===== config.mk =====
export PLATFORM = sky130hd
export DESIGN_NAME = ingress_arbiter
export DESIGN_NICKNAME = d
export VERILOG_FILES = /design/src/rtl/ingress_pkg.sv /design/src/rtl/ingress_arbiter.sv
export SDC_FILE = /design/constraint.sdc
export NUM_CORES = 1
export LEC_CHECK = 0
export BUFFER_PORTS_ARGS = -buffer_cell sky130_fd_sc_hd__buf_4
export CORE_UTILIZATION = 35
export DETAILED_ROUTE_END_ITERATION = 8
export PLACE_DENSITY = 0.81
export SLEW_MARGIN = 10
export SYNTH_ARGS = -nofsm -noshare
export SYNTH_HDL_FRONTEND = slang
export SYNTH_SLANG_ARGS = --single-unit

===== constraint.sdc =====
create_clock -name clk -period 3.09 [get_ports clk]
set_clock_uncertainty 0.15 [all_clocks]
set_input_delay 0.309 -clock clk [delete_from_list [all_inputs] [get_ports clk]]
set_output_delay 0.309 -clock clk [all_outputs]
set_load 0.03 [all_outputs]

===== src/rtl/ingress_pkg.sv =====
// Router ingress shared definitions

package ingress_pkg;

    ////////////////////////////////////////////////////////////////////////////
    // Sizes

    // Physical ingress ports and their index width
    localparam int NUM_PORTS      = 4;
    localparam int PORT_IDX_WIDTH = 2;

    // Beat geometry, same on every port and on the converged bus
    localparam int DATA_BYTES = 4;
    localparam int DATA_WIDTH = DATA_BYTES * 8;

    // Per-port packet store
    localparam int BUF_DEPTH      = 64;
    localparam int BUF_ADDR_WIDTH = 6;
    localparam int MAX_PKT_WORDS  = 32;

    localparam int COUNTER_WIDTH = 32;

    ////////////////////////////////////////////////////////////////////////////
    // Beat and counter types

    // One beat from a physical port
    typedef struct packed {
        logic [DATA_WIDTH-1:0] data;
        logic [DATA_BYTES-1:0] keep;
        logic                  last;
    } ingress_beat_t;

    // Converged bus beat, tagged with the port it came from
    typedef struct packed {
        logic [DATA_WIDTH-1:0]     data;
        logic [DATA_BYTES-1:0]     keep;
        logic                      last;
        logic [PORT_IDX_WIDTH-1:0] ingress_port;
    } bus_beat_t;

    typedef logic [COUNTER_WIDTH-1:0] pkt_count_t;

endpackage


===== src/rtl/ingress_arbiter.sv =====
// Packet round-robin merge onto the converged bus
`timescale 1ns/10ps

module ingress_arbiter import ingress_pkg::*; (
    input  logic                 clk,
    input  logic                 reset,
    input  logic [NUM_PORTS-1:0] pkt_avail,
    input  ingress_beat_t        head_beat [NUM_PORTS-1:0],
    output logic [NUM_PORTS-1:0] pop,
    output logic                 out_valid,
    input  logic                 out_ready,
    output bus_beat_t            out_beat,
    output logic                 bus_pkt_done
);

    logic [PORT_IDX_WIDTH-1:0] rr_ptr;
    logic [PORT_IDX_WIDTH-1:0] grant;
    logic                      busy;
    logic                      tail_popped;

    logic [PORT_IDX_WIDTH-1:0] next_port;
    logic                      next_found;
    logic                      slot_free;
    logic                      pop_any;
    ingress_beat_t             grant_beat;

    ////////////////////////////////////////////////////////////////////////////
    // Next port search, starting at the round-robin pointer

    always_comb begin
        logic [PORT_IDX_WIDTH-1:0] idx;
        next_port  = rr_ptr;
        next_found = 1'b0;
        for (int i = 0; i < NUM_PORTS; i++) begin
            idx = rr_ptr + PORT_IDX_WIDTH'(i);
            if (!next_found && pkt_avail[idx]) begin
                next_port  = idx;
                next_found = 1'b1;
            end
        end
    end

    ////////////////////////////////////////////////////////////////////////////
    // Grant, held for the whole packet

    assign grant_beat = head_beat[grant];

    // Output register can take a beat when empty or draining this cycle
    assign slot_free = !out_valid || out_ready;
    assign pop_any   = busy && !tail_popped && slot_free;

    always_comb begin
        pop = '0;
        if (pop_any) begin
            pop[grant] = 1'b1;
        end
    end

    assign bus_pkt_done = out_valid && out_ready && out_beat.last;

    always_ff @(posedge clk) begin
        if (reset) begin
            rr_ptr      <= '0;
            grant       <= '0;
            busy        <= 1'b0;
            tail_popped <= 1'b0;
        end else begin
            if (!busy) begin
                if (next_found) begin
                    busy        <= 1'b1;
                    grant       <= next_port;
                    rr_ptr      <= next_port + 1'b1;
                    tail_popped <= 1'b0;
                end
            end else begin
                if (pop_any && grant_beat.last) begin
                    tail_popped <= 1'b1;
                end
                // Release only once the tail has left the bus
                if (bus_pkt_done) begin
                    busy <= 1'b0;
                end
            end
        end
    end

    ////////////////////////////////////////////////////////////////////////////
    // Output register

    always_ff @(posedge clk) begin
        if (reset) begin
            out_valid <= 1'b0;
        end else if (pop_any) begin
            out_valid <= 1'b1;
        end else if (out_ready) begin
            out_valid <= 1'b0;
        end
    end

    always_ff @(posedge clk) begin
        if (pop_any) begin
            out_beat.data         <= grant_beat.data;
            out_beat.keep         <= grant_beat.keep;
            out_beat.last         <= grant_beat.last;
            out_beat.ingress_port <= grant;
        end
    end

endmodule


==> PnR_summary.wiki, run 1 <==
{| class="wikitable"
! Metric !! Value
|-
| Run status || finished, final reports clean
|-
| Worst setup endpoint || pop[0]
|-
| Post-DR vias/cell || 5.130
|-
| Worst endpoint required time || 2.63 ns
|-
| Post-DP HPWL || 5.919 mm
|-
| RePlAce Congestion || 0.8460
|-
| Kind of critical path || flip-flop to output port
|-
| Largest net degree at the start of global routing || 44
|-
| Internal portion of total power || 1.354 mW
|-
| Fraction of final layout cells sized beyond drive strength 1 || 0.7440
|-
| Global-route wire length before repair || 11.16 mm
|-
| Clock-pin slew on the worst setup and hold paths || 0.09 ns
|-
| Fraction of power spent switching nets || 0.2839
|-
| Antenna Cells || 0
|-
| Startpoint type of the worst setup path || flip-flop
|-
| Starting density of the core || 0.3626
|-
| Arr. time, crit path || 1.92 ns
|-
| Clock network power share || 0.236
|-
| Max-slew headroom || 0.3151
|-
| Violation count after the first detailed-route iteration || 72
|-
| Overall die area || 7379 sq um
|-
| Crit path capture type || output port
|-
| Clock root buffer master || clkbuf_8
|-
| DRC viols || 0
|-
| Worst-Skew Late Latency || 0.29 ns
|-
| Vias in the first global route || 2259
|-
| Mux cell area share after synthesis || 0.3382
|-
| Highest net fanout along the worst path || 24
|-
| Num rows || 30
|-
| Most common cell after layout, fill and taps aside || buf_4
|-
| IR drop worst, VDD || 0.2818 mV
|-
| Final period util || 0.7699
|-
| Syn Inst Count || 136
|-
| Via count || 2216
|-
| Number of antenna violations at the first check in global routing || 0
|-
| Die Span Y || 85.90 um
|-
| Final max-slew violation count || 0
|-
| Synthesized net count || 291
|-
| Summed instance area of the synthesized netlist || 2464 sq um
|-
| Worst flop-to-flop path endpoint || out_beat[9]
|-
| Leakage power total || 1.773 nW
|-
| Launch point of the critical path || busy
|-
| Warning count from the yosys run || 0
|-
| Synth-to-Final Area Change || 68.72%
|-
| CTS resizes || 0
|-
| RSZ-0062 raised after global routing || false
|-
| Highest clock frequency the design can meet || 420.3 MHz
|-
| Dominant combinational cell family by area after synthesis || multiplexers
|-
| Count of buffers from port buffering || 199
|-
| Fraction of the mapped netlist area in adder cells || 0
|-
| Most frequent cells in the layout || buf_4 (202), edfxtp_1 (39), mux4_2 (37), a21oi_1 (6)
|-
| Class of the most critical hold timing path || primary input to flip-flop
|-
| Fin nets || 490
|-
| Core area || 6794 sq um
|-
| Share of the synthesized area in compound gates (AO/OA/AOI/OAI) || 0.04723
|-
| Post-synthesis xor/xnor area fraction || 0
|-
| Power per unit of standard cell area || 454.9 nW/um^2
|-
| Proportion of power drawn by flip-flops and latches || 0.441
|-
| Maximum root-to-sink buffer count || 2
|-
| Total CTS buffers || 5
|-
| Min cycle time layout || 2.379 ns
|-
| Number of H-tree levels || 2
|-
| Setup Buffers After CTS || 0
|-
| Width of the die || 85.90 um
|-
| Post-Route Setup TNS || 0 ns
|-
| I/O pin total || 200
|-
| Part of the Yosys area used for sequential elements || 0.5322
|-
| R2r setup slk || 0.99 ns
|-
| Clock tree from TritonCTS || done
|-
| WHS || 0.06283 ns
|-
| Avg Synthesized Cell Area || 18.11 sq um
|-
| Pin slew with the least headroom to its limit || 1.027 ns
|-
| All-layer global routing usage || 0.1998
|-
| Clock sink total || 46
|-
| Count of endpoints failing hold in the final timing report || 0
|-
| Net Switching || 0.5369 mW
|-
| Post-CTS Hold Fix Bufs || 0
|-
| Fraction of power consumed by combinational cells || 0.323
|-
| Area fraction in and, or, nand and nor cells after synthesis || 0.05536
|-
| Total congestion overflow after global routing || 0
|-
| Synth unique cells || 28
|-
| Final routed wirelength across all metal layers || 7.430 mm
|-
| Antenna Nets Post-Route || 0
|-
| First-pass DRT Iterations || 4
|-
| Number of cell instances on the worst register-to-register path || 2
|-
| Count of max-cap constraint violations || 0
|-
| Register bit total from synthesis || 46
|-
| Final Setup Violations || 0
|-
| Post-DR wirelength/cell || 17.20 um
|-
| Source of the worst register-to-register timing path || grant[0]
|}
## per-stage QoR
stage	total power [mW]	instance area, sq um	utilization	cells	setup slack (ns)
finish	1.891	4156	0.6118	432	0.7110
global route	1.976	4156	0.6118	432	0.4915
CTS	1.909	4156	0.6118	432	0.6972
detailed placement	1.465	4048	0.5958	424	0.9320
global placement	1.447	4048	0.5958	424	0.9748
floorplan	1.181	2466	-	136	0.1162
## cells in the mapped netlist, drive strengths merged
library cell  instances  share of area
edfxtp               39           0.48
mux4                 37           0.34
buf                   9          0.024
dfxtp                 7          0.057
a21oi                 6          0.012
nor2                  5         0.0076
nor2b                 5          0.013
nand2b                4          0.010
nand2                 3         0.0046
nor3                  3         0.0061
and3                  2         0.0051
o21ai                 2         0.0041
a211o                 1         0.0036
a211oi                1         0.0030
a21o                  1         0.0030
a221oi                1         0.0036
a2bb2oi               1         0.0036
and3b                 1         0.0036
clkbuf                1         0.0015
inv                   1         0.0015
nor3b                 1         0.0030
nor4                  1         0.0025
o211a                 1         0.0041
o211ai                1         0.0030
o2bb2ai               1         0.0036
o31a                  1         0.0036
## power groups by stage
stage                     Sequential [mW]  Clock, mW  Combinational, mW
after floorplan                     0.928          0              0.253
after global placement              0.846          0              0.600
after detailed placement            0.850          0              0.615
after CTS                           0.836      0.458              0.615
after global routing                0.845      0.485              0.646
final                               0.835      0.446              0.611
## critical path, cell delays in order, from the launching register on
cell and delay [ns]:
dfxtp_1 0.45, nand2b_1 0.14, nor2b_4 0.56, nor3b_1 0.27, buf_4 0.20
## flip-flops by register name (all words and copies together) (netlist names)
name,count
out_beat,39
out_valid,1
tail_popped,1
busy,1
rr_ptr,2
grant,2
## layout make-up
cell class | instances | area [sq um]
Fill cell | 528 | 2638
Tap cell | 96 | 120.1
Clock buffer | 5 | 68.82
Clock inverter | 3 | 40.04
Sequential cell | 46 | 1314
Timing Repair Buffer | 202 | 1516
Inverter | 1 | 3.754
Multi-Input combinational cell | 79 | 1094
## per-layer routing
| layer | part of all wire | routed length [um] | track usage | vias to the layer above |
|---|---|---|---|---|
| li1 | - | - | - | 982 |
| met1 | 0.35 | 2621 | 0.2320 | 1084 |
| met2 | 0.56 | 4147 | 0.3745 | 138 |
| met3 | 0.077 | 570 | 0.03850 | 12 |
| met4 | 0.012 | 90 | 0.05455 | 0 |
| met5 | 0 | 0 | 0 | - |
## worst min path at each step
stage,start,slack (ns),cells after the start,end
floorplan,reset,0.23,1,busy
global placement,tail_popped,0.35,2,tail_popped
detailed placement,tail_popped,0.36,2,tail_popped
CTS,reset,0.05,2,grant[0]
global route,reset,0.06,2,grant[0]
finish,reset,0.06,2,grant[0]
## logic make-up (layout without fill, tap and decap cells)
family	Yosys count	after routing
flops	46	46
mux	37	37
simple gates	25	25
buf+inv	11	211
compound gates	17	17
Note: power is estimated with default switching activity, not from simulation.
==> inputs of run 2 (changes only) <==
Clock period 3.09 ns to 2.11 ns, I/O delays scaled along.
==> PnR_summary.wiki, run 2 (synthesis gave the netlist of run 1 again) <==
{| class="wikitable"
! Metric !! Value
|-
| Width of the die || 85.90 um (unchanged)
|-
| Die Span Y || 85.90 um (unchanged)
|-
| I/O pin total || 200 (unchanged)
|-
| Post-DP HPWL || 6.038 mm (+2.0%)
|-
| Post-DR vias/cell || 5.025 (-2.0%)
|-
| Crit path capture type || output port
|-
| Final Total Pwr || 2.658 mW (+41%)
|-
| Highest clock frequency the design can meet || 551.1 MHz
|-
| Min cycle time layout || 1.815 ns
|-
| Vias in the first global route || 2232 (-1.2%)
|-
| Num rows || 30 (unchanged)
|-
| Run status || finished, final reports clean
|-
| Power per unit of standard cell area || 633.1 nW/um^2 (+39%)
|-
| Antenna Cells || 0 (unchanged)
|-
| Number of antenna violations at the first check in global routing || 0 (unchanged)
|-
| First-pass DRT Iterations || 4 (unchanged)
|-
| Max-slew headroom || 0.7352 (+0.4202)
|-
| Via count || 2191 (-1.1%)
|-
| Fin nets || 494 (+0.82%)
|-
| Max reg flops || 39 (unchanged)
|-
| Antenna Nets Post-Route || 0 (unchanged)
|-
| Worst-Skew Late Latency || 0.29 ns (about the same)
|-
| R2r setup slk || 0.38 ns (-0.61 ns)
|-
| All-layer global routing usage || 0.1966 (-0.003255)
|-
| Worst endpoint required time || 1.75 ns (-0.88 ns)
|-
| Kind of critical path || flip-flop to output port
|-
| Cell type of the slowest stage on the worst timing path || dfxtp_2
|-
| Worst slack, placed || 0.3352 ns (-0.5968 ns)
|-
| Clock sink total || 46 (unchanged)
|-
| Synth-to-Final Area Change || 70.44%
|-
| Startpoint type of the worst setup path || flip-flop
|-
| Most frequent cells in the layout || buf_4 (203), edfxtp_1 (39), mux4_2 (37), a21oi_1 (6)
|-
| Fraction of final layout cells sized beyond drive strength 1 || 0.7412 (-0.002871)
|-
| Final routed wirelength across all metal layers || 7.487 mm (+0.77%)
|-
| Final period util || 0.8600
|-
| Worst path setup slack after routing || 0.2955 ns (-0.4155 ns)
|-
| Count of max-cap constraint violations || 0 (unchanged)
|-
| Starting density of the core || 0.3626 (unchanged)
|-
| Register area || 1314 sq um (unchanged)
|-
| Core area || 6794 sq um (unchanged)
|-
| Clock tree from TritonCTS || done
|-
| Total congestion overflow after global routing || 0 (unchanged)
|-
| Number of H-tree levels || 2 (unchanged)
|-
| Highest net fanout along the worst path || 20 (-17%)
|-
| Final Setup Violations || 0 (unchanged)
|-
| Post-Route Setup TNS || 0 ns (unchanged)
|-
| Largest net degree at the start of global routing || 23 (-48%)
|-
| Arr. time, crit path || 1.45 ns (-0.47 ns)
|-
| Clock root buffer master || clkbuf_8
|-
| CTS resizes || 0 (unchanged)
|-
| Global-route wire length before repair || 10.90 mm (-2.4%)
|-
| Overall die area || 7379 sq um (unchanged)
|-
| Maximum root-to-sink buffer count || 2 (unchanged)
|-
| CP peak stage delay || 0.47 ns (-0.09 ns)
|-
| Register containing the most flip-flops in the final layout || out_beat
|-
| RSZ-0062 raised after global routing || false
|-
| Class of the most critical hold timing path || primary input to flip-flop
|-
| Largest registers ranked by flip-flop count || out_beat: 39 flops, grant: 2 flops, rr_ptr: 2 flops
|-
| Critical path, cell by cell || buf_4 > and3b_1 > buf_4
|-
| Count of buffers from port buffering || 199 (unchanged)
|-
| DRC viols || 0 (unchanged)
|-
| Area of the multi-input gates || 1107 sq um (+1.3%)
|-
| Count of endpoints failing hold in the final timing report || 0 (unchanged)
|-
| Clock-pin slew on the worst setup and hold paths || 0.08 ns (about the same)
|-
| IR drop worst, VDD || 0.3187 mV (+13%)
|-
| Total CTS buffers || 5 (unchanged)
|-
| Most common cell after layout, fill and taps aside || buf_4
|-
| Leakage power total || 1.784 nW (+0.59%)
|-
| Crit-path most repeated cell || buf_4
|-
| Final max-slew violation count || 0 (unchanged)
|-
| RePlAce Congestion || 0.7457 (-12%)
|-
| Violation count after the first detailed-route iteration || 45 (-38%)
|-
| Number of filler instances in the final layout || 522 (-1.1%)
|-
| Post-DR wirelength/cell || 17.17 um (-0.16%)
|-
| Pin slew with the least headroom to its limit || 0.3935 ns (-0.6339 ns)
|-
| WHS || 0.08457 ns (+0.02174 ns)
|}
-- run 2: cell types whose count changed in the layout (fill, tap and decap cells not counted), sizes merged --
cell | previous run | this run
buf | 202 | 205
bufinv | 1 | 0
clkbuf | 5 | 8
clkinv | 2 | 0
dlygate4sd3 | 0 | 1
-- run 2: area by class of cell --
class | count | share of cell area
timing repair buffer | 206 | 0.3749
sequential | 46 | 0.3129
multi-input combinational | 79 | 0.2637
tap | 96 | 0.02861
clock buffer | 8 | 0.01907
inverter | 1 | 0.0008939
-- run 2: worst max-delay path: cells and delay by family, from the launching register on --
kind | cells | cell delay, ns
buf+inv | 2 | 0.48
simple gates | 1 | 0.21
flops | 1 | 0.47
-- run 2: through the flow --
step           cells  utilization  cell area, sq um
4_1_cts          436       0.6180              4199
3_3_place_gp     427       0.6048              4109
2_1_floorplan    136            -              2485
5_1_grt          436       0.6180              4199
6_report         436       0.6180              4199
3_5_place_dp     427       0.6048              4109
-- run 2: where the power goes --
group / leakage (nW) / total, mW / switching (mW) / internal [mW]
combinational: 1.31 / 0.956 / 0.430 / 0.526
clock: 0.0395 / 0.517 / 0.281 / 0.236
sequential: 0.429 / 1.19 / 0.0572 / 1.13
total: 1.78 / 2.66 / 0.768 / 1.89
-- run 2: routing by layer --
layer | global-route usage | wire, um
met4 | 0.06212 | 105
met1 | 0.2065 | 2534
met3 | 0.04139 | 510
met5 | 0 | 0
met2 | 0.3860 | 4336
-- run 2: final timing paths --
path / from / end / cells past startpoint
hold reg to reg: tail_popped / tail_popped / 2
hold / removal: out_ready / out_valid / 3
setup / recovery: grant[1] / pop[1] / 3
setup reg to reg: grant[0] / out_beat[37] / 2
-- run 2: repair_timing --
item,CTS,global route
hold endpoints to repair,5,0
hold buffers,1,0
buffers inserted,0,0
==> inputs of run 3 (changes only) <==
Settings changed: REMOVE_ABC_BUFFERS set to 1.
==> PnR_summary.wiki, run 3 (synthesis gave the netlist of run 1 again) <==
{| class="wikitable"
! Metric !! Value
|-
| Run status || finished, final reports clean
|-
| Total congestion overflow after global routing || 0 (unchanged)
|-
| Setup Buffers After CTS || 0 (unchanged)
|-
| Clock-pin slew on the worst setup and hold paths || 0.08 ns (about the same)
|-
| Final max-slew violation count || 0 (unchanged)
|-
| Width of the die || 85.90 um (unchanged)
|-
| Placed cell areas || 4088 sq um (-0.52%)
|-
| Maximum root-to-sink buffer count || 2 (unchanged)
|-
| Max-slew headroom || 0.6960 (-0.03926)
|-
| Class of the most critical hold timing path || primary input to flip-flop
|-
| Fin nets || 493 (-0.20%)
|-
| Post-DR vias/cell || 4.963 (-1.2%)
|-
| Fraction of final layout cells sized beyond drive strength 1 || 0.7375 (-0.003713)
|-
| All-layer global routing usage || 0.2079 (+0.01131)
|-
| Synth-to-Final Area Change || 69.78%
|-
| Post-Route Setup TNS || 0 ns (unchanged)
|-
| Crit path capture type || output port
|-
| First-pass DRT Iterations || 4 (unchanged)
|-
| Overall die area || 7379 sq um (unchanged)
|-
| Final Total Pwr || 2.662 mW (+0.15%)
|-
| Worst endpoint required time || 1.75 ns (about the same)
|-
| Clock root buffer master || clkbuf_8
|-
| Post-CTS Hold Fix Bufs || 1 (unchanged)
|-
| Final Setup Violations || 0 (unchanged)
|-
| Worst hold path depth || 3 (unchanged)
|-
| RSZ-0062 raised after global routing || false
|-
| Most frequent cells in the layout || buf_4 (202), edfxtp_1 (39), mux4_2 (37), a21oi_1 (6)
|-
| Kind of critical path || flip-flop to output port
|-
| Global-route wire length before repair || 11.39 mm (+4.5%)
|-
| Hold worst-path end || out_valid
|-
| Highest clock frequency the design can meet || 519.4 MHz (-5.8%)
|-
| Count of max-cap constraint violations || 0 (unchanged)
|-
| R2r setup slk || 0.38 ns (about the same)
|-
| I/O pin total || 200 (unchanged)
|-
| Arr. time, crit path || 1.56 ns (+0.11 ns)
|-
| Buffering stage count on the worst path with inverters included || 1 (-1)
|-
| DRC viols || 0 (unchanged)
|-
| Post-Layout Inst Area || 4183 sq um (-0.39%)
|-
| IR drop worst, VDD || 0.3130 mV (-1.8%)
|-
| Startpoint type of the worst setup path || flip-flop
|-
| Worst-Skew Late Latency || 0.29 ns (about the same)
|-
| Num rows || 30 (unchanged)
|-
| Min cycle time layout || 1.925 ns (+0.1110 ns)
|-
| Count of endpoints failing hold in the final timing report || 0 (unchanged)
|-
| Source of the worst register-to-register timing path || grant[0]
|-
| Violation count after the first detailed-route iteration || 98 (+120%)
|-
| Final period util || 0.9126 (+0.05260)
|-
| Vias in the first global route || 2276 (+2.0%)
|-
| Largest net degree at the start of global routing || 44 (+91%)
|-
| Post-DR wirelength/cell || 17.74 um (+3.3%)
|-
| CP peak stage delay || 0.43 ns (-0.04 ns)
|-
| Antenna Cells || 0 (unchanged)
|-
| Area of the multi-input gates || 1094 sq um (-1.2%)
|-
| Clock sink total || 46 (unchanged)
|-
| Register area || 1314 sq um (unchanged)
|-
| Number of filler instances in the final layout || 523 (+0.19%)
|-
| Min-Delay Startpoint || out_ready
|-
| WHS || 0.07655 ns (-0.008016 ns)
|-
| Largest delay share family, worst path || simple AND/OR/NAND/NOR gates
|-
| Max reg flops || 39 (unchanged)
|-
| Number of H-tree levels || 2 (unchanged)
|-
| Worst flop-to-flop path endpoint || tail_popped
|-
| Register containing the most flip-flops in the final layout || out_beat
|-
| Number of cell instances on the worst register-to-register path || 4 (+2)
|-
| Final routed wirelength across all metal layers || 7.718 mm (+3.1%)
|-
| Die Span Y || 85.90 um (unchanged)
|-
| Clock tree from TritonCTS || done
|-
| Core area || 6794 sq um (unchanged)
|-
| Cell type of the slowest stage on the worst timing path || dfxtp_1
|-
| Count of buffers from port buffering || 199 (unchanged)
|-
| RePlAce Congestion || 0.8008 (+7.4%)
|-
| Antenna Nets Post-Route || 0 (unchanged)
|-
| Pin slew with the least headroom to its limit || 0.4560 ns (+0.06252 ns)
|-
| Leakage power total || 1.779 nW (-0.26%)
|-
| Most common cell after layout, fill and taps aside || buf_4
|-
| Via count || 2159 (-1.5%)
|-
| Critical path, cell by cell || nand2b_1 > nor2b_4 > nor3b_1 > buf_4
|-
| Number of antenna violations at the first check in global routing || 0 (unchanged)
|-
| Largest registers ranked by flip-flop count || out_beat: 39 flops, grant: 2 flops, rr_ptr: 2 flops
|-
| Highest net fanout along the worst path || 7 (-65%)
|-
| CTS resizes || 0 (unchanged)
|-
| Starting density of the core || 0.3626 (unchanged)
|-
| Power per unit of standard cell area || 636.5 nW/um^2 (+0.54%)
|-
| Total CTS buffers || 5 (unchanged)
|-
| Post-DP HPWL || 6.301 mm (+4.4%)
|}
## run 3: changes by cell type in the layout (fill, tap and decap cells not counted), sizes merged
cell,change
clkbuf,-3
buf,-1
clkinv,+3
## run 3: worst register-to-register path, stage by stage (launching register included)
cell,delay [ns]
dfxtp_2,0.34
buf_12,0.29
mux4_2,0.57
a21oi_1,0.19
nor3_1,0.06
## run 3: area by class of cell
class | instances | share of cell area
inverter | 1 | 0.0008974
timing repair buffer | 205 | 0.3745
multi-input combinational | 79 | 0.2614
clock inverter | 3 | 0.003889
clock buffer | 5 | 0.01645
sequential | 46 | 0.3141
tap | 96 | 0.02872
## run 3: per-stage QoR
stage	setup slack, ns	std cells	utilization
after detailed placement	0.3867	426	0.6017
after global routing	0.03043	435	0.6157
after global placement	0.4327	426	0.6017
after floorplan	-1.551	126	-
after CTS	0.1227	435	0.6157
final	0.1845	435	0.6157
## run 3: how the worst max path moves through the flow
| stage | start | endpoint | slack [ns] | cells after the start |
|---|---|---|---|---|
| 3_3_place_gp | grant[0] | tail_popped | 0.43 | 4 |
| 3_5_place_dp | grant[0] | tail_popped | 0.39 | 4 |
| 2_1_floorplan | out_valid | pop[0] | -1.55 | 3 |
| 4_1_cts | busy | pop[0] | 0.12 | 4 |
| 5_1_grt | busy | pop[0] | 0.03 | 4 |
| 6_report | busy | pop[0] | 0.18 | 4 |
## run 3: layer usage
| layer | global-route usage | vias to the layer above | wire (um) |
|---|---|---|---|
| met1 | 0.2278 | 1037 | 2584 |
| li1 | - | 989 | - |
| met5 | 0 | - | 0 |
| met2 | 0.3990 | 127 | 4462 |
| met4 | 0.05152 | 0 | 64 |
| met3 | 0.05101 | 6 | 606 |
## run 3: power by group
group	internal, mW	switching (mW)
combinational	0.520	0.435
clock	0.228	0.296
sequential	1.13	0.0552
total	1.88	0.787
